`config.mk`:
```
export PLATFORM = sky130hd
export DESIGN_NAME = sbox_word_unit
export DESIGN_NICKNAME = d
export VERILOG_FILES = /design/src/common/sbox_pkg.sv /design/src/multiplicative_inversion/byte_isomorphic_mapping.sv /design/src/multiplicative_inversion/gf_2to4_multiplier.sv /design/src/multiplicative_inversion/gf_2to4_multiplicative_inversion.sv /design/src/multiplicative_inversion/multiplicative_inversion.sv /design/src/source/affine_input_stage.sv /design/src/source/affine_output_stage.sv /design/src/source/sbox_word_unit.sv
export VERILOG_INCLUDE_DIRS = /design/src /design/src/common
export SDC_FILE = /design/constraint.sdc
export NUM_CORES = 1
export LEC_CHECK = 0
export ABC_CLOCK_PERIOD_IN_PS = 3720
export BUFFER_PORTS_ARGS = -buffer_cell sky130_fd_sc_hd__buf_2
export CORE_UTILIZATION = 40
export DETAILED_ROUTE_END_ITERATION = 8
export GPL_TIMING_DRIVEN = 0
export PLACE_DENSITY = 0.6
export SKIP_CTS_REPAIR_TIMING = 1
export SLEW_MARGIN = 10
export SYNTH_ARGS = -nofsm -noshare
export SYNTH_HDL_FRONTEND = slang
export SYNTH_SLANG_ARGS = --single-unit
```
`constraint.sdc`:
```
create_clock -name i_clock -period 3.72 [get_ports i_clock]
set_input_delay 0.744 -clock i_clock [delete_from_list [all_inputs] [get_ports i_clock]]
set_output_delay 0.744 -clock i_clock [all_outputs]
set_load 0.1 [all_outputs]
```
`src/common/sbox_params.svh`:
```
`ifndef SBOX_PARAMS_SVH
`define SBOX_PARAMS_SVH

// Byte lanes in one 32-bit word
`define SBOX_LANES 4

// Cycles through one composite-field inversion lane
`define SBOX_INV_LATENCY 3

// Input register, inversion lane and output register
`define SBOX_TOTAL_LATENCY 5

`endif

```
`src/common/sbox_pkg.sv`:
```
`default_nettype none

package sbox_pkg;

    typedef logic [3:0] gf_nibble_t;   // GF(2^4) element

    typedef struct packed {
        gf_nibble_t high;
        gf_nibble_t low;
    } gf_pair_t;

    // Same byte seen as GF(2^8) or as a GF((2^4)^2) pair
    typedef union packed {
        logic [7:0] flat;
        gf_pair_t   pair;
    } gf_byte_t;

    typedef gf_byte_t [3:0] sbox_word_t;   // Lane 0 in the low byte

    typedef struct packed {
        logic valid;
        logic inverse;   // Set for the inverse S-box
    } sbox_side_t;

    typedef struct packed {
        sbox_side_t side;
        sbox_word_t word;
    } sbox_beat_t;

    // x^2 followed by multiplication with lambda
    function automatic gf_nibble_t gf16_square_scale(input gf_nibble_t q);
        gf16_square_scale = {q[2] ^ q[1] ^ q[0], q[3] ^ q[0], q[3], q[3] ^ q[2]};
    endfunction

    function automatic logic [7:0] aes_affine(input logic [7:0] a);
        aes_affine = a ^ {a[6:0], a[7]} ^ {a[5:0], a[7:6]} ^ {a[4:0], a[7:5]}
                   ^ {a[3:0], a[7:4]} ^ 8'h63;
    endfunction

    // Rotations by 1, 3 and 6
    function automatic logic [7:0] aes_affine_inv(input logic [7:0] a);
        aes_affine_inv = {a[6:0], a[7]} ^ {a[4:0], a[7:5]} ^ {a[1:0], a[7:2]} ^ 8'h05;
    endfunction

endpackage

`default_nettype wire

```
`src/multiplicative_inversion/byte_isomorphic_mapping.sv`:
```
`timescale 1ns/10ps
`default_nettype none

module byte_isomorphic_mapping #(
    parameter int INVERSE = 0
) (
    input  wire sbox_pkg::gf_byte_t i_q,
    output sbox_pkg::gf_byte_t o_delta
);

    logic [7:0] q;

    assign q = i_q.flat;

    generate
        if (INVERSE == 0) begin : gen_forward
            // GF(2^8) into GF((2^4)^2)
            assign o_delta.flat = {
                q[7] ^ q[5],
                q[7] ^ q[6] ^ q[4] ^ q[3] ^ q[2] ^ q[1],
                q[7] ^ q[5] ^ q[3] ^ q[2],
                q[7] ^ q[5] ^ q[3] ^ q[2] ^ q[1],
                q[7] ^ q[6] ^ q[2] ^ q[1],
                q[7] ^ q[4] ^ q[3] ^ q[2] ^ q[1],
                q[6] ^ q[4] ^ q[1],
                q[6] ^ q[1] ^ q[0]
            };
        end else begin : gen_inverse
            // Back into the AES polynomial basis
            assign o_delta.flat = {
                q[7] ^ q[6] ^ q[5] ^ q[1],
                q[6] ^ q[2],
                q[6] ^ q[5] ^ q[1],
                q[6] ^ q[5] ^ q[4] ^ q[2] ^ q[1],
                q[5] ^ q[4] ^ q[3] ^ q[2] ^ q[1],
                q[7] ^ q[4] ^ q[3] ^ q[2] ^ q[1],
                q[5] ^ q[4],
                q[6] ^ q[5] ^ q[4] ^ q[2] ^ q[0]
            };
        end
    endgenerate

endmodule

`default_nettype wire

```
`src/multiplicative_inversion/gf_2to4_multiplier.sv`:
```
`timescale 1ns/10ps
`default_nettype none

module gf_2to4_multiplier #(
    parameter int CREATE_OUTPUT_REG = 0
) (
    input  wire                  i_clock,
    input  wire sbox_pkg::gf_nibble_t i_x,
    input  wire sbox_pkg::gf_nibble_t i_y,
    output sbox_pkg::gf_nibble_t o_prod
);

    import sbox_pkg::*;

    gf_nibble_t product;

    // GF(2^2) product
    function automatic logic [1:0] gf4_mult(input logic [1:0] a, input logic [1:0] b);
        gf4_mult = {(a[1] & b[1]) ^ (a[0] & b[1]) ^ (a[1] & b[0]),
                    (a[1] & b[1]) ^ (a[0] & b[0])};
    endfunction

    // Multiply by phi = 2'b10
    function automatic logic [1:0] gf4_phi(input logic [1:0] a);
        gf4_phi = {a[1] ^ a[0], a[1]};
    endfunction

    assign product[3:2] = gf4_mult(i_x[3:2], i_y[3:2]) ^ gf4_mult(i_x[3:2], i_y[1:0])
                        ^ gf4_mult(i_x[1:0], i_y[3:2]);
    assign product[1:0] = gf4_phi(gf4_mult(i_x[3:2], i_y[3:2]))
                        ^ gf4_mult(i_x[1:0], i_y[1:0]);

    generate
        if (CREATE_OUTPUT_REG == 1) begin : gen_out_reg
            always_ff @(posedge i_clock) begin
                o_prod <= product;
            end
        end else begin : gen_out_comb
            assign o_prod = product;
        end
    endgenerate

endmodule

`default_nettype wire

```
`src/multiplicative_inversion/gf_2to4_multiplicative_inversion.sv`:
```
`timescale 1ns/10ps
`default_nettype none

module gf_2to4_multiplicative_inversion (
    input  wire sbox_pkg::gf_nibble_t i_q,
    output sbox_pkg::gf_nibble_t o_inv_q
);

    logic q3;
    logic q2;
    logic q1;
    logic q0;

    assign q3 = i_q[3];
    assign q2 = i_q[2];
    assign q1 = i_q[1];
    assign q0 = i_q[0];

    // Zero falls out as zero, no special case needed
    assign o_inv_q[3] = q3 ^ (q3 & q2 & q1) ^ (q3 & q0) ^ q2;

    assign o_inv_q[2] = (q3 & q2 & q1) ^ (q3 & q2 & q0) ^ (q3 & q0) ^ q2
                      ^ (q2 & q1);

    assign o_inv_q[1] = q3 ^ (q3 & q2 & q1) ^ (q3 & q1 & q0) ^ q2
                      ^ (q2 & q0) ^ q1;

    assign o_inv_q[0] = (q3 & q2 & q1) ^ (q3 & q2 & q0) ^ (q3 & q1)
                      ^ (q3 & q1 & q0) ^ (q3 & q0) ^ q2 ^ (q2 & q1)
                      ^ (q2 & q1 & q0) ^ q1 ^ q0;

endmodule

`default_nettype wire

```
`src/multiplicative_inversion/multiplicative_inversion.sv`:
```
`timescale 1ns/10ps
`default_nettype none

module multiplicative_inversion (
    input  wire                i_clock,
    input  wire                i_reset,
    input  wire sbox_pkg::gf_byte_t i_data,
    output sbox_pkg::gf_byte_t o_mult_inverse
);

    import sbox_pkg::*;

    gf_byte_t   delta;          // Input mapped into GF((2^4)^2)
    gf_nibble_t delta_hl;       // High plus low
    gf_nibble_t h_scaled;       // lambda * high^2
    gf_nibble_t hl_prod;        // (high + low) * low
    gf_nibble_t delta_h_reg;
    gf_nibble_t delta_hl_reg;
    gf_nibble_t h_scaled_reg;
    gf_nibble_t hl_prod_reg;
    gf_nibble_t norm;           // Value to invert in GF(2^4)
    gf_nibble_t inv_q;
    gf_nibble_t prod_high;
    gf_nibble_t prod_low;
    gf_byte_t   pair_out;
    gf_byte_t   inv_delta;

    byte_isomorphic_mapping #(
        .INVERSE (0)
    ) u_forward_mapping (
        .i_q     (i_data),
        .o_delta (delta)
    );

    assign delta_hl = delta.pair.high ^ delta.pair.low;
    assign h_scaled = gf16_square_scale(delta.pair.high);

    gf_2to4_multiplier #(
        .CREATE_OUTPUT_REG (0)
    ) u_gf_2to4_multiplier_hl (
        .i_clock (i_clock),
        .i_x     (delta_hl),
        .i_y     (delta.pair.low),
        .o_prod  (hl_prod)
    );

    // First pipe stage
    always_ff @(posedge i_clock) begin
        if (i_reset) begin
            delta_h_reg  <= '0;
            delta_hl_reg <= '0;
            h_scaled_reg <= '0;
            hl_prod_reg  <= '0;
        end else begin
            delta_h_reg  <= delta.pair.high;
            delta_hl_reg <= delta_hl;
            h_scaled_reg <= h_scaled;
            hl_prod_reg  <= hl_prod;
        end
    end

    assign norm = h_scaled_reg ^ hl_prod_reg;

    gf_2to4_multiplicative_inversion u_gf_2to4_multiplicative_inversion (
        .i_q     (norm),
        .o_inv_q (inv_q)
    );

    // Second pipe stage sits inside these two multipliers
    gf_2to4_multiplier #(
        .CREATE_OUTPUT_REG (1)
    ) u_gf_2to4_multiplier_high (
        .i_clock (i_clock),
        .i_x     (inv_q),
        .i_y     (delta_h_reg),
        .o_prod  (prod_high)
    );

    gf_2to4_multiplier #(
        .CREATE_OUTPUT_REG (1)
    ) u_gf_2to4_multiplier_low (
        .i_clock (i_clock),
        .i_x     (inv_q),
        .i_y     (delta_hl_reg),
        .o_prod  (prod_low)
    );

    assign pair_out.pair = '{high: prod_high, low: prod_low};

    byte_isomorphic_mapping #(
        .INVERSE (1)
    ) u_inverse_mapping (
        .i_q     (pair_out),
        .o_delta (inv_delta)
    );

    always_ff @(posedge i_clock) begin
        if (i_reset) begin
            o_mult_inverse <= '0;
        end else begin
            o_mult_inverse <= inv_delta;   // Third stage
        end
    end

endmodule

`default_nettype wire

```
`src/source/affine_input_stage.sv`:
```
`timescale 1ns/10ps
`default_nettype none

`include "sbox_params.svh"

module affine_input_stage (
    input  wire                  i_clock,
    input  wire                  i_reset,
    input  wire                  i_valid,
    input  wire                  i_inverse,
    input  wire sbox_pkg::sbox_word_t i_word,
    output sbox_pkg::sbox_beat_t o_beat
);

    import sbox_pkg::*;

    sbox_word_t pre_word;   // Word as it enters the inversion lanes

    // Inverse S-box undoes the affine step before inverting
    always_comb begin
        for (int lane = 0; lane < `SBOX_LANES; lane++) begin
            if (i_inverse) begin
                pre_word[lane].flat = aes_affine_inv(i_word[lane].flat);
            end else begin
                pre_word[lane].flat = i_word[lane].flat;
            end
        end
    end

    always_ff @(posedge i_clock) begin
        if (i_reset) begin
            o_beat.side.valid <= 1'b0;
        end else begin
            o_beat.side.valid <= i_valid;
        end
        o_beat.side.inverse <= i_inverse;   // Mode travels with its word
        o_beat.word         <= pre_word;
    end

endmodule

`default_nettype wire

```
`src/source/affine_output_stage.sv`:
```
`timescale 1ns/10ps
`default_nettype none

`include "sbox_params.svh"

module affine_output_stage (
    input  wire                  i_clock,
    input  wire                  i_reset,
    input  wire sbox_pkg::sbox_side_t i_side,
    input  wire sbox_pkg::sbox_word_t i_lanes,
    output logic                 o_valid,
    output sbox_pkg::sbox_word_t o_word
);

    import sbox_pkg::*;

    sbox_side_t [`SBOX_INV_LATENCY-1:0] side_pipe;   // Matches the lane latency
    sbox_side_t                         side_late;
    sbox_word_t                         post_word;

    assign side_late = side_pipe[`SBOX_INV_LATENCY-1];

    always_ff @(posedge i_clock) begin
        side_pipe <= {side_pipe[`SBOX_INV_LATENCY-2:0], i_side};
        if (i_reset) begin
            // Drop every word still in flight
            for (int stage = 0; stage < `SBOX_INV_LATENCY; stage++) begin
                side_pipe[stage].valid <= 1'b0;
            end
        end
    end

    always_comb begin
        for (int lane = 0; lane < `SBOX_LANES; lane++) begin
            if (side_late.inverse) begin
                post_word[lane].flat = i_lanes[lane].flat;   // Inverse affine already done
            end else begin
                post_word[lane].flat = aes_affine(i_lanes[lane].flat);
            end
        end
    end

    always_ff @(posedge i_clock) begin
        if (i_reset) begin
            o_valid <= 1'b0;
        end else begin
            o_valid <= side_late.valid;
        end
        o_word <= post_word;
    end

endmodule

`default_nettype wire

```
`src/source/sbox_word_unit.sv`:
```
`timescale 1ns/10ps
`default_nettype none

`include "sbox_params.svh"

module sbox_word_unit (
    input  wire                  i_clock,
    input  wire                  i_reset,
    input  wire                  i_valid,
    input  wire                  i_inverse,
    input  wire sbox_pkg::sbox_word_t i_word,
    output logic                 o_valid,
    output sbox_pkg::sbox_word_t o_word
);

    import sbox_pkg::*;

    sbox_beat_t      beat;          // Registered word and sideband
    wire sbox_word_t lane_result;   // Inverses, three cycles behind beat

    affine_input_stage u_affine_input_stage (
        .i_clock   (i_clock),
        .i_reset   (i_reset),
        .i_valid   (i_valid),
        .i_inverse (i_inverse),
        .i_word    (i_word),
        .o_beat    (beat)
    );

    generate
        for (genvar lane = 0; lane < `SBOX_LANES; lane++) begin : gen_lane
            multiplicative_inversion u_multiplicative_inversion (
                .i_clock        (i_clock),
                .i_reset        (i_reset),
                .i_data         (beat.word[lane]),
                .o_mult_inverse (lane_result[lane])
            );
        end
    endgenerate

    affine_output_stage u_affine_output_stage (
        .i_clock (i_clock),
        .i_reset (i_reset),
        .i_side  (beat.side),
        .i_lanes (lane_result),
        .o_valid (o_valid),
        .o_word  (o_word)
    );

endmodule

`default_nettype wire

```
## Yosys cells after proc, flatten, opt, wreduce, memory -nomap -nowiden

Cells that the tools add are included.

- Flip-flop bits (word level): 201
- Bits in latches: 0
- RAM bits: 0
- Bits in read-only memories: 0
- Input port bits: 36
- Memories kept: 0

- Add/subtract/negate cells: 0
- $mul: 0
- Divide/modulo/power cells: 0
- Magnitude comparators: 0
- Equal/unequal tests: 0
- Shift-type cells: 0
- Muxes and demuxes: 8
- Bitwise operators: 700
- Reduce and logical (&&, ||, !) cells: 0

Operators with widths:

| cell | number |
|---|---|
| 1-bit bitwise XOR | 396 |
| 1-bit bitwise AND | 228 |
| 8-bit bitwise XOR | 24 |
| 2-bit bitwise XOR | 36 |
| 8-bit two-way mux | 8 |
| 4-bit bitwise XOR | 8 |
| 4-bit NOT | 4 |
| 2-bit NOT | 4 |

## Logic depth before layout (Yosys ltp)

Gate-level depths: netlist of the first run.

- Depth in word-level cells: 16
- Depth in mapped cells: 12
- Gate-level depth less buffers: 10

## Modules after synthesis

A second synthesis of the first run with hierarchy kept.

- Cells, all modules: 1201
- Area total of the unflattened synthesis: 12550.8 um^2

By module, submodules not included:

| module | times used | cells an instance | area each (um^2) | sequential area each (um^2) |
|---|---|---|---|---|
| gf_2to4_multiplier (gen_lane[0].u_multiplicative_inversion.u_gf_2to4_multiplier_high ...) | 8 | 43 | 374.1 | 80.1 |
| multiplicative_inversion | 4 | 60 | 719.4 | 460.4 |
| affine_output_stage | 1 | 174 | 1819.2 | 780.7 |
| affine_input_stage | 1 | 111 | 1818.0 | 680.7 |
| gf_2to4_multiplier (gen_lane[0].u_multiplicative_inversion.u_gf_2to4_multiplier_hl ...) | 4 | 42 | 304.0 | 0.0 |
| byte_isomorphic_mapping (gen_lane[0].u_multiplicative_inversion.u_forward_mapping ...) | 4 | 12 | 170.2 | 0.0 |
| byte_isomorphic_mapping (gen_lane[0].u_multiplicative_inversion.u_inverse_mapping ...) | 4 | 12 | 162.7 | 0.0 |
| gf_2to4_multiplicative_inversion | 4 | 17 | 123.9 | 0.0 |

## Worst setup path before layout of the first run

Ideal clock, no wire load.

- Kind: reg2reg
- Start: reg u_affine_input_stage.o_beat[9] (netlist name)
- End: reg gen_lane[1].u_multiplicative_inversion.hl_prod_reg[3]
- Setup time: 0.080 ns
- Arrival time: 2.707 ns
- Data required time: 3.640 ns
- Path slack: 0.933 ns
- Stages on the path, launching flop included: 12
- Buffers on the path: 2
- Clock period less this slack: 2.787 ns
- Path through: dfxtp_1 -> clkbuf_1 -> xnor2_1 -> xnor2_1 -> inv_1 -> ha_1 -> buf_1 -> a221o_1 -> a221o_1 -> and3_1 -> o21ai_0 -> nor3b_1

- Cells in the longest elaborated chain, start to end: 7

RTL lines:

| item | line | text |
|---|---|---|
| start, declared | affine_input_stage.sv:12 | `output sbox_pkg::sbox_beat_t o_beat` |
| 1-bit bitwise XOR (on tied branches) | -- |  |
| 4-bit bitwise XOR / 1-bit bitwise XOR (equally long branches) | multiplicative_inversion.sv:35, byte_isomorphic_mapping.sv:26 |  |
| 1-bit bitwise AND / 4-bit bitwise XOR (equally long branches) | gf_2to4_multiplier.sv:19, multiplicative_inversion.sv:35 |  |
| 1-bit bitwise XOR / 1-bit bitwise AND (equally long branches) | gf_2to4_multiplier.sv:19 | `gf4_mult = {(a[1] & b[1]) ^ (a[0] & b[1]) ^ (a[1] & b[0]),` |
| 1-bit bitwise XOR | gf_2to4_multiplier.sv:19 |  |
| 2-bit bitwise XOR / 1-bit bitwise XOR (equally long branches) | gf_2to4_multiplier.sv:28, gf_2to4_multiplier.sv:19 |  |
| 2-bit bitwise XOR * | gf_2to4_multiplier.sv:29 | `^ gf4_mult(i_x[1:0], i_y[3:2]);` |
| end signal, assigned | multiplicative_inversion.sv:58 | `hl_prod_reg <= hl_prod;` |
| end, declared | multiplicative_inversion.sv:20 | `gf_nibble_t hl_prod_reg;` |

Mark *: on every way between the ends. The rest lies on a longest branch, timed or not.
A chain may end at the register's enable or synchronous reset.

## Worst setup path in the final report of the first run

- Start: reg u_affine_input_stage.o_beat[17] (netlist name)
- End: reg gen_lane[2].u_multiplicative_inversion.hl_prod_reg[3]

- Cells in the longest elaborated chain, start to end: 7

RTL lines:

| item | line |
|---|---|
| 1-bit bitwise XOR (on tied branches) | -- |
| 4-bit bitwise XOR / 1-bit bitwise XOR (equally long branches) | multiplicative_inversion.sv:35, byte_isomorphic_mapping.sv:26 |
| 1-bit bitwise AND / 4-bit bitwise XOR (equally long branches) | gf_2to4_multiplier.sv:19, multiplicative_inversion.sv:35 |
| 1-bit bitwise XOR / 1-bit bitwise AND (equally long branches) | gf_2to4_multiplier.sv:19 |
| 1-bit bitwise XOR | gf_2to4_multiplier.sv:19 |
| 2-bit bitwise XOR / 1-bit bitwise XOR (equally long branches) | gf_2to4_multiplier.sv:28, gf_2to4_multiplier.sv:19 |
| 2-bit bitwise XOR * | gf_2to4_multiplier.sv:29 |
| end signal, assigned | multiplicative_inversion.sv:58 |
| end, declared | multiplicative_inversion.sv:20 |

Marks and branches as above.

==> flow_summary.json, run 1 <==
{
  "hold_path_depth": 0,
  "layout.nets": 1732,
  "syn-cell-area_um2": 13590,
  "dr_total_vias": 11370,
  "floorplan.die.width_um": 186.3,
  "setup.worst_path.end_class": "flop",
  "ff2ff_path_depth": 11,
  "drt-pass1-iter-count": 5,
  "antenna_found_initial": 0,
  "grt_first_pass_wirelength_um": 52960,
  "crit_type": "reg2reg",
  "synth_seq_area_share": 0.2901,
  "finClkSkew_ns": 0.01103,
  "worstPathMaxFanout": 10,
  "drive_above_1_share": 0.1040,
  "routed_wl_um": 31880,
  "clk_pin_slew_worst_paths_ns": 0.08,
  "fp-row-count": 67,
  "areaGrowthSynthToFinish_pct": 10.79,
  "groute.layer.met3.usage": 0.03837,
  "ys_types": 73,
  "synth_largest_area_cell": "sky130_fd_sc_hd__dfxtp_1",
  "avg_synthesized_cell_area_um2": 8.533,
  "grtUsageMet2": 0.2920,
  "detailedRoute.firstIterationViolations": 1167,
  "clockRootBuffer": "sky130_fd_sc_hd__clkbuf_16",
  "fin_cells": 2141,
  "place.gp.congestion": 0.9105,
  "initial_utilization": 0.4064,
  "slew-limit-headroom": 0.2911,
  "max_freq_mhz": 306.7,
  "mostFrequentLayoutCells": "sky130_fd_sc_hd__xnor2_1, sky130_fd_sc_hd__dfxtp_1, sky130_fd_sc_hd__nor2_1, sky130_fd_sc_hd__xor2_1, sky130_fd_sc_hd__o21ai_0",
  "netlist_instances": 1593,
  "fillerInstances": 3319,
  "cts_tree": "built",
  "rsz_0062_raised_after_global_routing": "false",
  "worstSkewPairLatency_ns": 0.45,
  "postSynth.asyncResetShare": 0,
  "synth-seq-cells": 197,
  "placed_cells_incl_taps": 2109,
  "hold_viol": 0,
  "globalRoute.totalOverflow": 0,
  "run_status": "complete, no violations",
  "crit_path_start_kind": "flop",
  "cp_data_required_time_ns": 4.08,
  "groute.usage.overall": 0.1832,
  "most_heavily_used_metal_layer_in_global_routing": "met2",
  "diodes": 0,
  "fp.dieH_um": 186.3,
  "synth_edf_count": 0,
  "max_cap_violations": 0,
  "yosys_most_used_dff": "sky130_fd_sc_hd__dfxtp_1",
  "place.port_buffers": 68,
  "setup_total_neg_slack_ns": 0,
  "hold_path.class": "reg2reg",
  "top_level_ports": 69,
  "die_area_um2": 34720,
  "use_met1": 0.2519,
  "post-dp-hpwl_um": 24250,
  "cts_buffers": 17,
  "number_of_warnings_issued_by_yosys": 0,
  "layout_worst_path_cycle_share": 0.8764,
  "residual_drc_count": 0,
  "min_period_ns": 3.260,
  "syn_nets": 1645,
  "drtAntennaViolNets": 0,
  "cts-root-to-sink-buffers": 2,
  "route.detailed.vias_per_inst": 5.308,
  "grt_start_max_net_pins": 19,
  "htreeDepth": 4,
  "setup_violations": 0,
  "clock_sink_count": 197,
  "timing.final.max_slew_violations": 0,
  "critPathArrivalTime_ns": 3.62,
  "grt_pass1_vias": 10600,
  "post_drt_wl_per_cell_um": 14.89,
  "synth_top_cell_area_share": 0.2901,
  "synth.area.top_cells": "sky130_fd_sc_hd__dfxtp_1, sky130_fd_sc_hd__xnor2_1, sky130_fd_sc_hd__xor2_1",
  "most_common_cell_after_layout_fill_and_taps_aside": "sky130_fd_sc_hd__xnor2_1",
  "worst-slew-pin-transition_ns": 1.056,
  "placeableCoreArea_um2": 33450
}
per-stage QoR:
step                utilization  cell area [um^2]  setup WS, ns  hold WS [ns]
floorplan                     -             13590        0.9335        0.3096
global placement         0.4333             14490        0.5238        0.3120
detailed placement       0.4333             14490        0.4981        0.3147
CTS                      0.4502             15060        0.4725        0.3300
global route             0.4502             15060        0.1008        0.3344
finish                   0.4502             15060        0.4597        0.3283
kinds of logic after synthesis:
kind of cell,count (synthesis),share of synthesized area
compound gates,344,0.1720
xor+xnor,391,0.2796
fa+ha+maj,25,0.02136
buf+inv,151,0.04372
flops,197,0.2901
mux,41,0.03323
simple gates,444,0.1599
worst max-delay path, stage by stage (launching register included):
cell and delay (ns):
sky130_fd_sc_hd__dfxtp_1 0.31, sky130_fd_sc_hd__clkbuf_1 0.35, sky130_fd_sc_hd__xnor2_1 0.18, sky130_fd_sc_hd__xnor2_1 0.43, sky130_fd_sc_hd__inv_1 0.15, sky130_fd_sc_hd__ha_1 0.29
sky130_fd_sc_hd__buf_1 0.24, sky130_fd_sc_hd__a221o_1 0.38, sky130_fd_sc_hd__a221o_1 0.34, sky130_fd_sc_hd__and3_1 0.16, sky130_fd_sc_hd__o21ai_0 0.14, sky130_fd_sc_hd__nor3b_1 0.20
metal layers:
metal  wire length [um]  part of all wire
met5                  0                 0
met1              15320              0.48
met4                435             0.014
met2              14180              0.44
met3               1939             0.061
final timing paths:
path	slack (ns)	end	start
setup / recovery	0.46	flop	u_affine_input_stage.o_beat[17]
hold / removal	0.33	u_affine_output_stage.side_pipe[2]	u_affine_output_stage.side_pipe[0]
setup reg to reg	0.46	flop	u_affine_input_stage.o_beat[17]
hold reg to reg	0.33	u_affine_output_stage.side_pipe[2]	u_affine_output_stage.side_pipe[0]
synthesized netlist by cell type (all sizes together), types with 8 or more instances:
cell type  number
a211oi         13
a21oi          63
a221oi         16
a22oi          10
a31oi          16
buf            27
clkbuf         89
dfxtp         197
ha             16
inv            35
maj3            9
mux2           33
mux2i           8
nand2          57
nand2b         12
nand3          30
nand4          12
nor2          179
nor2b          23
nor3           38
nor3b          13
nor4           36
o2111ai         8
o211ai         18
o21ai          92
o221ai         11
o22ai          21
o31ai          14
or2             9
or3             8
xnor2         258
xnor3          20
xor2          112
layout make-up:
cell class / instances / area (um^2) / share of cell area
inverter: 35 / 131.4 / 0.008724
clock inverter: 12 / 108.9 / 0.007228
buffer: 116 / 462.9 / 0.03074
tap: 448 / 560.5 / 0.03722
clock buffer: 20 / 456.7 / 0.03033
sequential: 197 / 3944 / 0.2619
multi-input combinational: 1245 / 9055 / 0.6013
timing repair buffer: 68 / 340.3 / 0.02260
Power of run 1 is not shown: default switching activity piles up to over one toggle a cycle in this logic, so the estimate is an artifact.
==> run 2: changes to the inputs <==
--- a/config.mk
+++ b/config.mk
@@ -6,12 +6,12 @@
 export SDC_FILE = /design/constraint.sdc
 export NUM_CORES = 1
 export LEC_CHECK = 0
-export ABC_CLOCK_PERIOD_IN_PS = 3720
+export ABC_CLOCK_PERIOD_IN_PS = 2970
 export BUFFER_PORTS_ARGS = -buffer_cell sky130_fd_sc_hd__buf_2
 export CORE_UTILIZATION = 40
 export DETAILED_ROUTE_END_ITERATION = 8
 export GPL_TIMING_DRIVEN = 0
-export PLACE_DENSITY = 0.6
+export PLACE_DENSITY = 0.62
 export SKIP_CTS_REPAIR_TIMING = 1
 export SLEW_MARGIN = 10
 export SYNTH_ARGS = -nofsm -noshare
==> constraint.sdc (replaced) <==
create_clock -name i_clock -period 2.97 [get_ports i_clock]
set_input_delay 0.594 -clock i_clock [delete_from_list [all_inputs] [get_ports i_clock]]
set_output_delay 0.594 -clock i_clock [all_outputs]
set_load 0.1 [all_outputs]
==> flow_summary.json, run 2 (same netlist as run 1, synthesis figures left out) <==
{
  "mostFrequentLayoutCells": "sky130_fd_sc_hd__xnor2_1, sky130_fd_sc_hd__dfxtp_1, sky130_fd_sc_hd__nor2_1, sky130_fd_sc_hd__xor2_1, sky130_fd_sc_hd__o21ai_0",
  "antenna_found_initial": 1,
  "layout_worst_path_cycle_share": 0.9602,
  "clockRootBuffer": "sky130_fd_sc_hd__clkbuf_16",
  "die_area_um2": 34720,
  "cts_tree": "built",
  "run_status": "complete, no violations",
  "crit_path_start": "u_affine_input_stage.o_beat[1]",
  "cp_data_required_time_ns": 3.30,
  "timing.final.max_slew_violations": 0,
  "detailedPlace.worstSlack_ns": -0.3020,
  "final-seq-area_um2": 3951,
  "setup_violations": 0,
  "cts_buffers": 17,
  "clock_sink_count": 197,
  "hold_path.class": "in2reg",
  "detailedRoute.firstIterationViolations": 904,
  "fin_cells": 2139,
  "dr_total_vias": 11350,
  "route.detailed.vias_per_inst": 5.307,
  "cts-root-to-sink-buffers": 2,
  "most_common_cell_after_layout_fill_and_taps_aside": "sky130_fd_sc_hd__xnor2_1",
  "final_core_utilization": 0.4555,
  "final_critical_path_setup_slack_ns": 0.1182,
  "routed_wl_um": 31750,
  "crit_type": "reg2reg",
  "min_period_ns": 2.852,
  "grt_first_pass_wirelength_um": 52580,
  "hold_path.startpoint": "i_inverse",
  "fp.dieH_um": 186.3,
  "fillerInstances": 3287,
  "placeableCoreArea_um2": 33450,
  "multi_input_area_um2": 9180,
  "initial_utilization": 0.4064,
  "grt_start_max_net_pins": 19,
  "rsz_0062_raised_after_global_routing": "true",
  "htreeDepth": 4,
  "slew-limit-headroom": 0.3612,
  "drive_above_1_share": 0.1218,
  "diodes": 0,
  "hold_path_depth": 1,
  "post-dp-hpwl_um": 24100,
  "worstSkewPairLatency_ns": 0.44,
  "setup.worst_path.end_class": "flop",
  "floorplan.die.width_um": 186.3,
  "layout.nets": 1730,
  "grt_pass1_vias": 10610,
  "fp-row-count": 67,
  "worst-r2r-setup-slack_ns": 0.12,
  "groute.usage.overall": 0.1816,
  "clk_pin_slew_worst_paths_ns": 0.07,
  "worst-slew-pin-transition_ns": 0.9583,
  "max_freq_mhz": 350.7,
  "placed_cells_incl_taps": 2109,
  "top_level_ports": 69,
  "crit_path_start_kind": "flop",
  "max_cap_violations": 0,
  "drtAntennaViolNets": 0,
  "ff2ff_path_depth": 8,
  "critPathArrivalTime_ns": 3.18,
  "post_drt_wl_per_cell_um": 14.84,
  "globalRoute.totalOverflow": 0,
  "areaGrowthSynthToFinish_pct": 12.09,
  "crit-reg2reg-launch": "u_affine_input_stage.o_beat[1]",
  "finClkSkew_ns": 0.008204,
  "drt-pass1-iter-count": 5,
  "worstPathMaxFanout": 7,
  "residual_drc_count": 0,
  "place.port_buffers": 68,
  "place.gp.congestion": 0.9113,
  "hold_viol": 0
}
==> run 2: final cells by class <==
type | count | area share
Buffer | 107 | 0.02825
Clock buffer | 20 | 0.02997
Clock inverter | 12 | 0.008786
Inverter | 35 | 0.008622
Multi-Input combinational cell | 1245 | 0.6025
Sequential cell | 197 | 0.2593
Tap cell | 448 | 0.03679
Timing Repair Buffer | 75 | 0.02578
==> run 2: how the worst min path moves through the flow <==
| stage | endpoint |
|---|---|
| finish | u_affine_input_stage.o_beat[32] |
| global route | u_affine_input_stage.o_beat[32] |
| CTS | u_affine_input_stage.o_beat[32] |
| detailed placement | u_affine_output_stage.side_pipe[0] |
| global placement | u_affine_output_stage.side_pipe[0] |
| floorplan | u_affine_output_stage.side_late[0] |
==> run 2: per-layer routing <==
metal,share of wire,wire length (um),track usage,up-vias
met5,0.00035,11,0,-
met4,0.012,391,0.04641,2
met3,0.053,1673,0.03404,31
met2,0.45,14180,0.2876,314
met1,0.49,15500,0.2524,5234
li1,-,-,-,5770
==> run 2: stage by stage <==
step | area, um^2 | hold slack, ns | TNS, ns
2_1_floorplan | 13590 | 0.3096 | 0
3_3_place_gp | 14490 | 0.3133 | -0.4366
3_5_place_dp | 14490 | 0.3128 | -0.6125
4_1_cts | 15080 | 0.2898 | -0.8487
5_1_grt | 15240 | 0.3008 | -0.03166
6_report | 15240 | 0.3134 | 0
==> run 2: worst max-delay path: stages (launching register included) <==
cell	delay (ns)
sky130_fd_sc_hd__dfxtp_1	0.31
sky130_fd_sc_hd__clkbuf_1	0.27
sky130_fd_sc_hd__xnor3_1	0.40
sky130_fd_sc_hd__xor2_2	0.24
sky130_fd_sc_hd__ha_1	0.40
sky130_fd_sc_hd__nor2_1	0.18
sky130_fd_sc_hd__xnor3_1	0.36
sky130_fd_sc_hd__xnor2_1	0.24
sky130_fd_sc_hd__mux2_1	0.35
Power of run 2 is left out for the same reason.
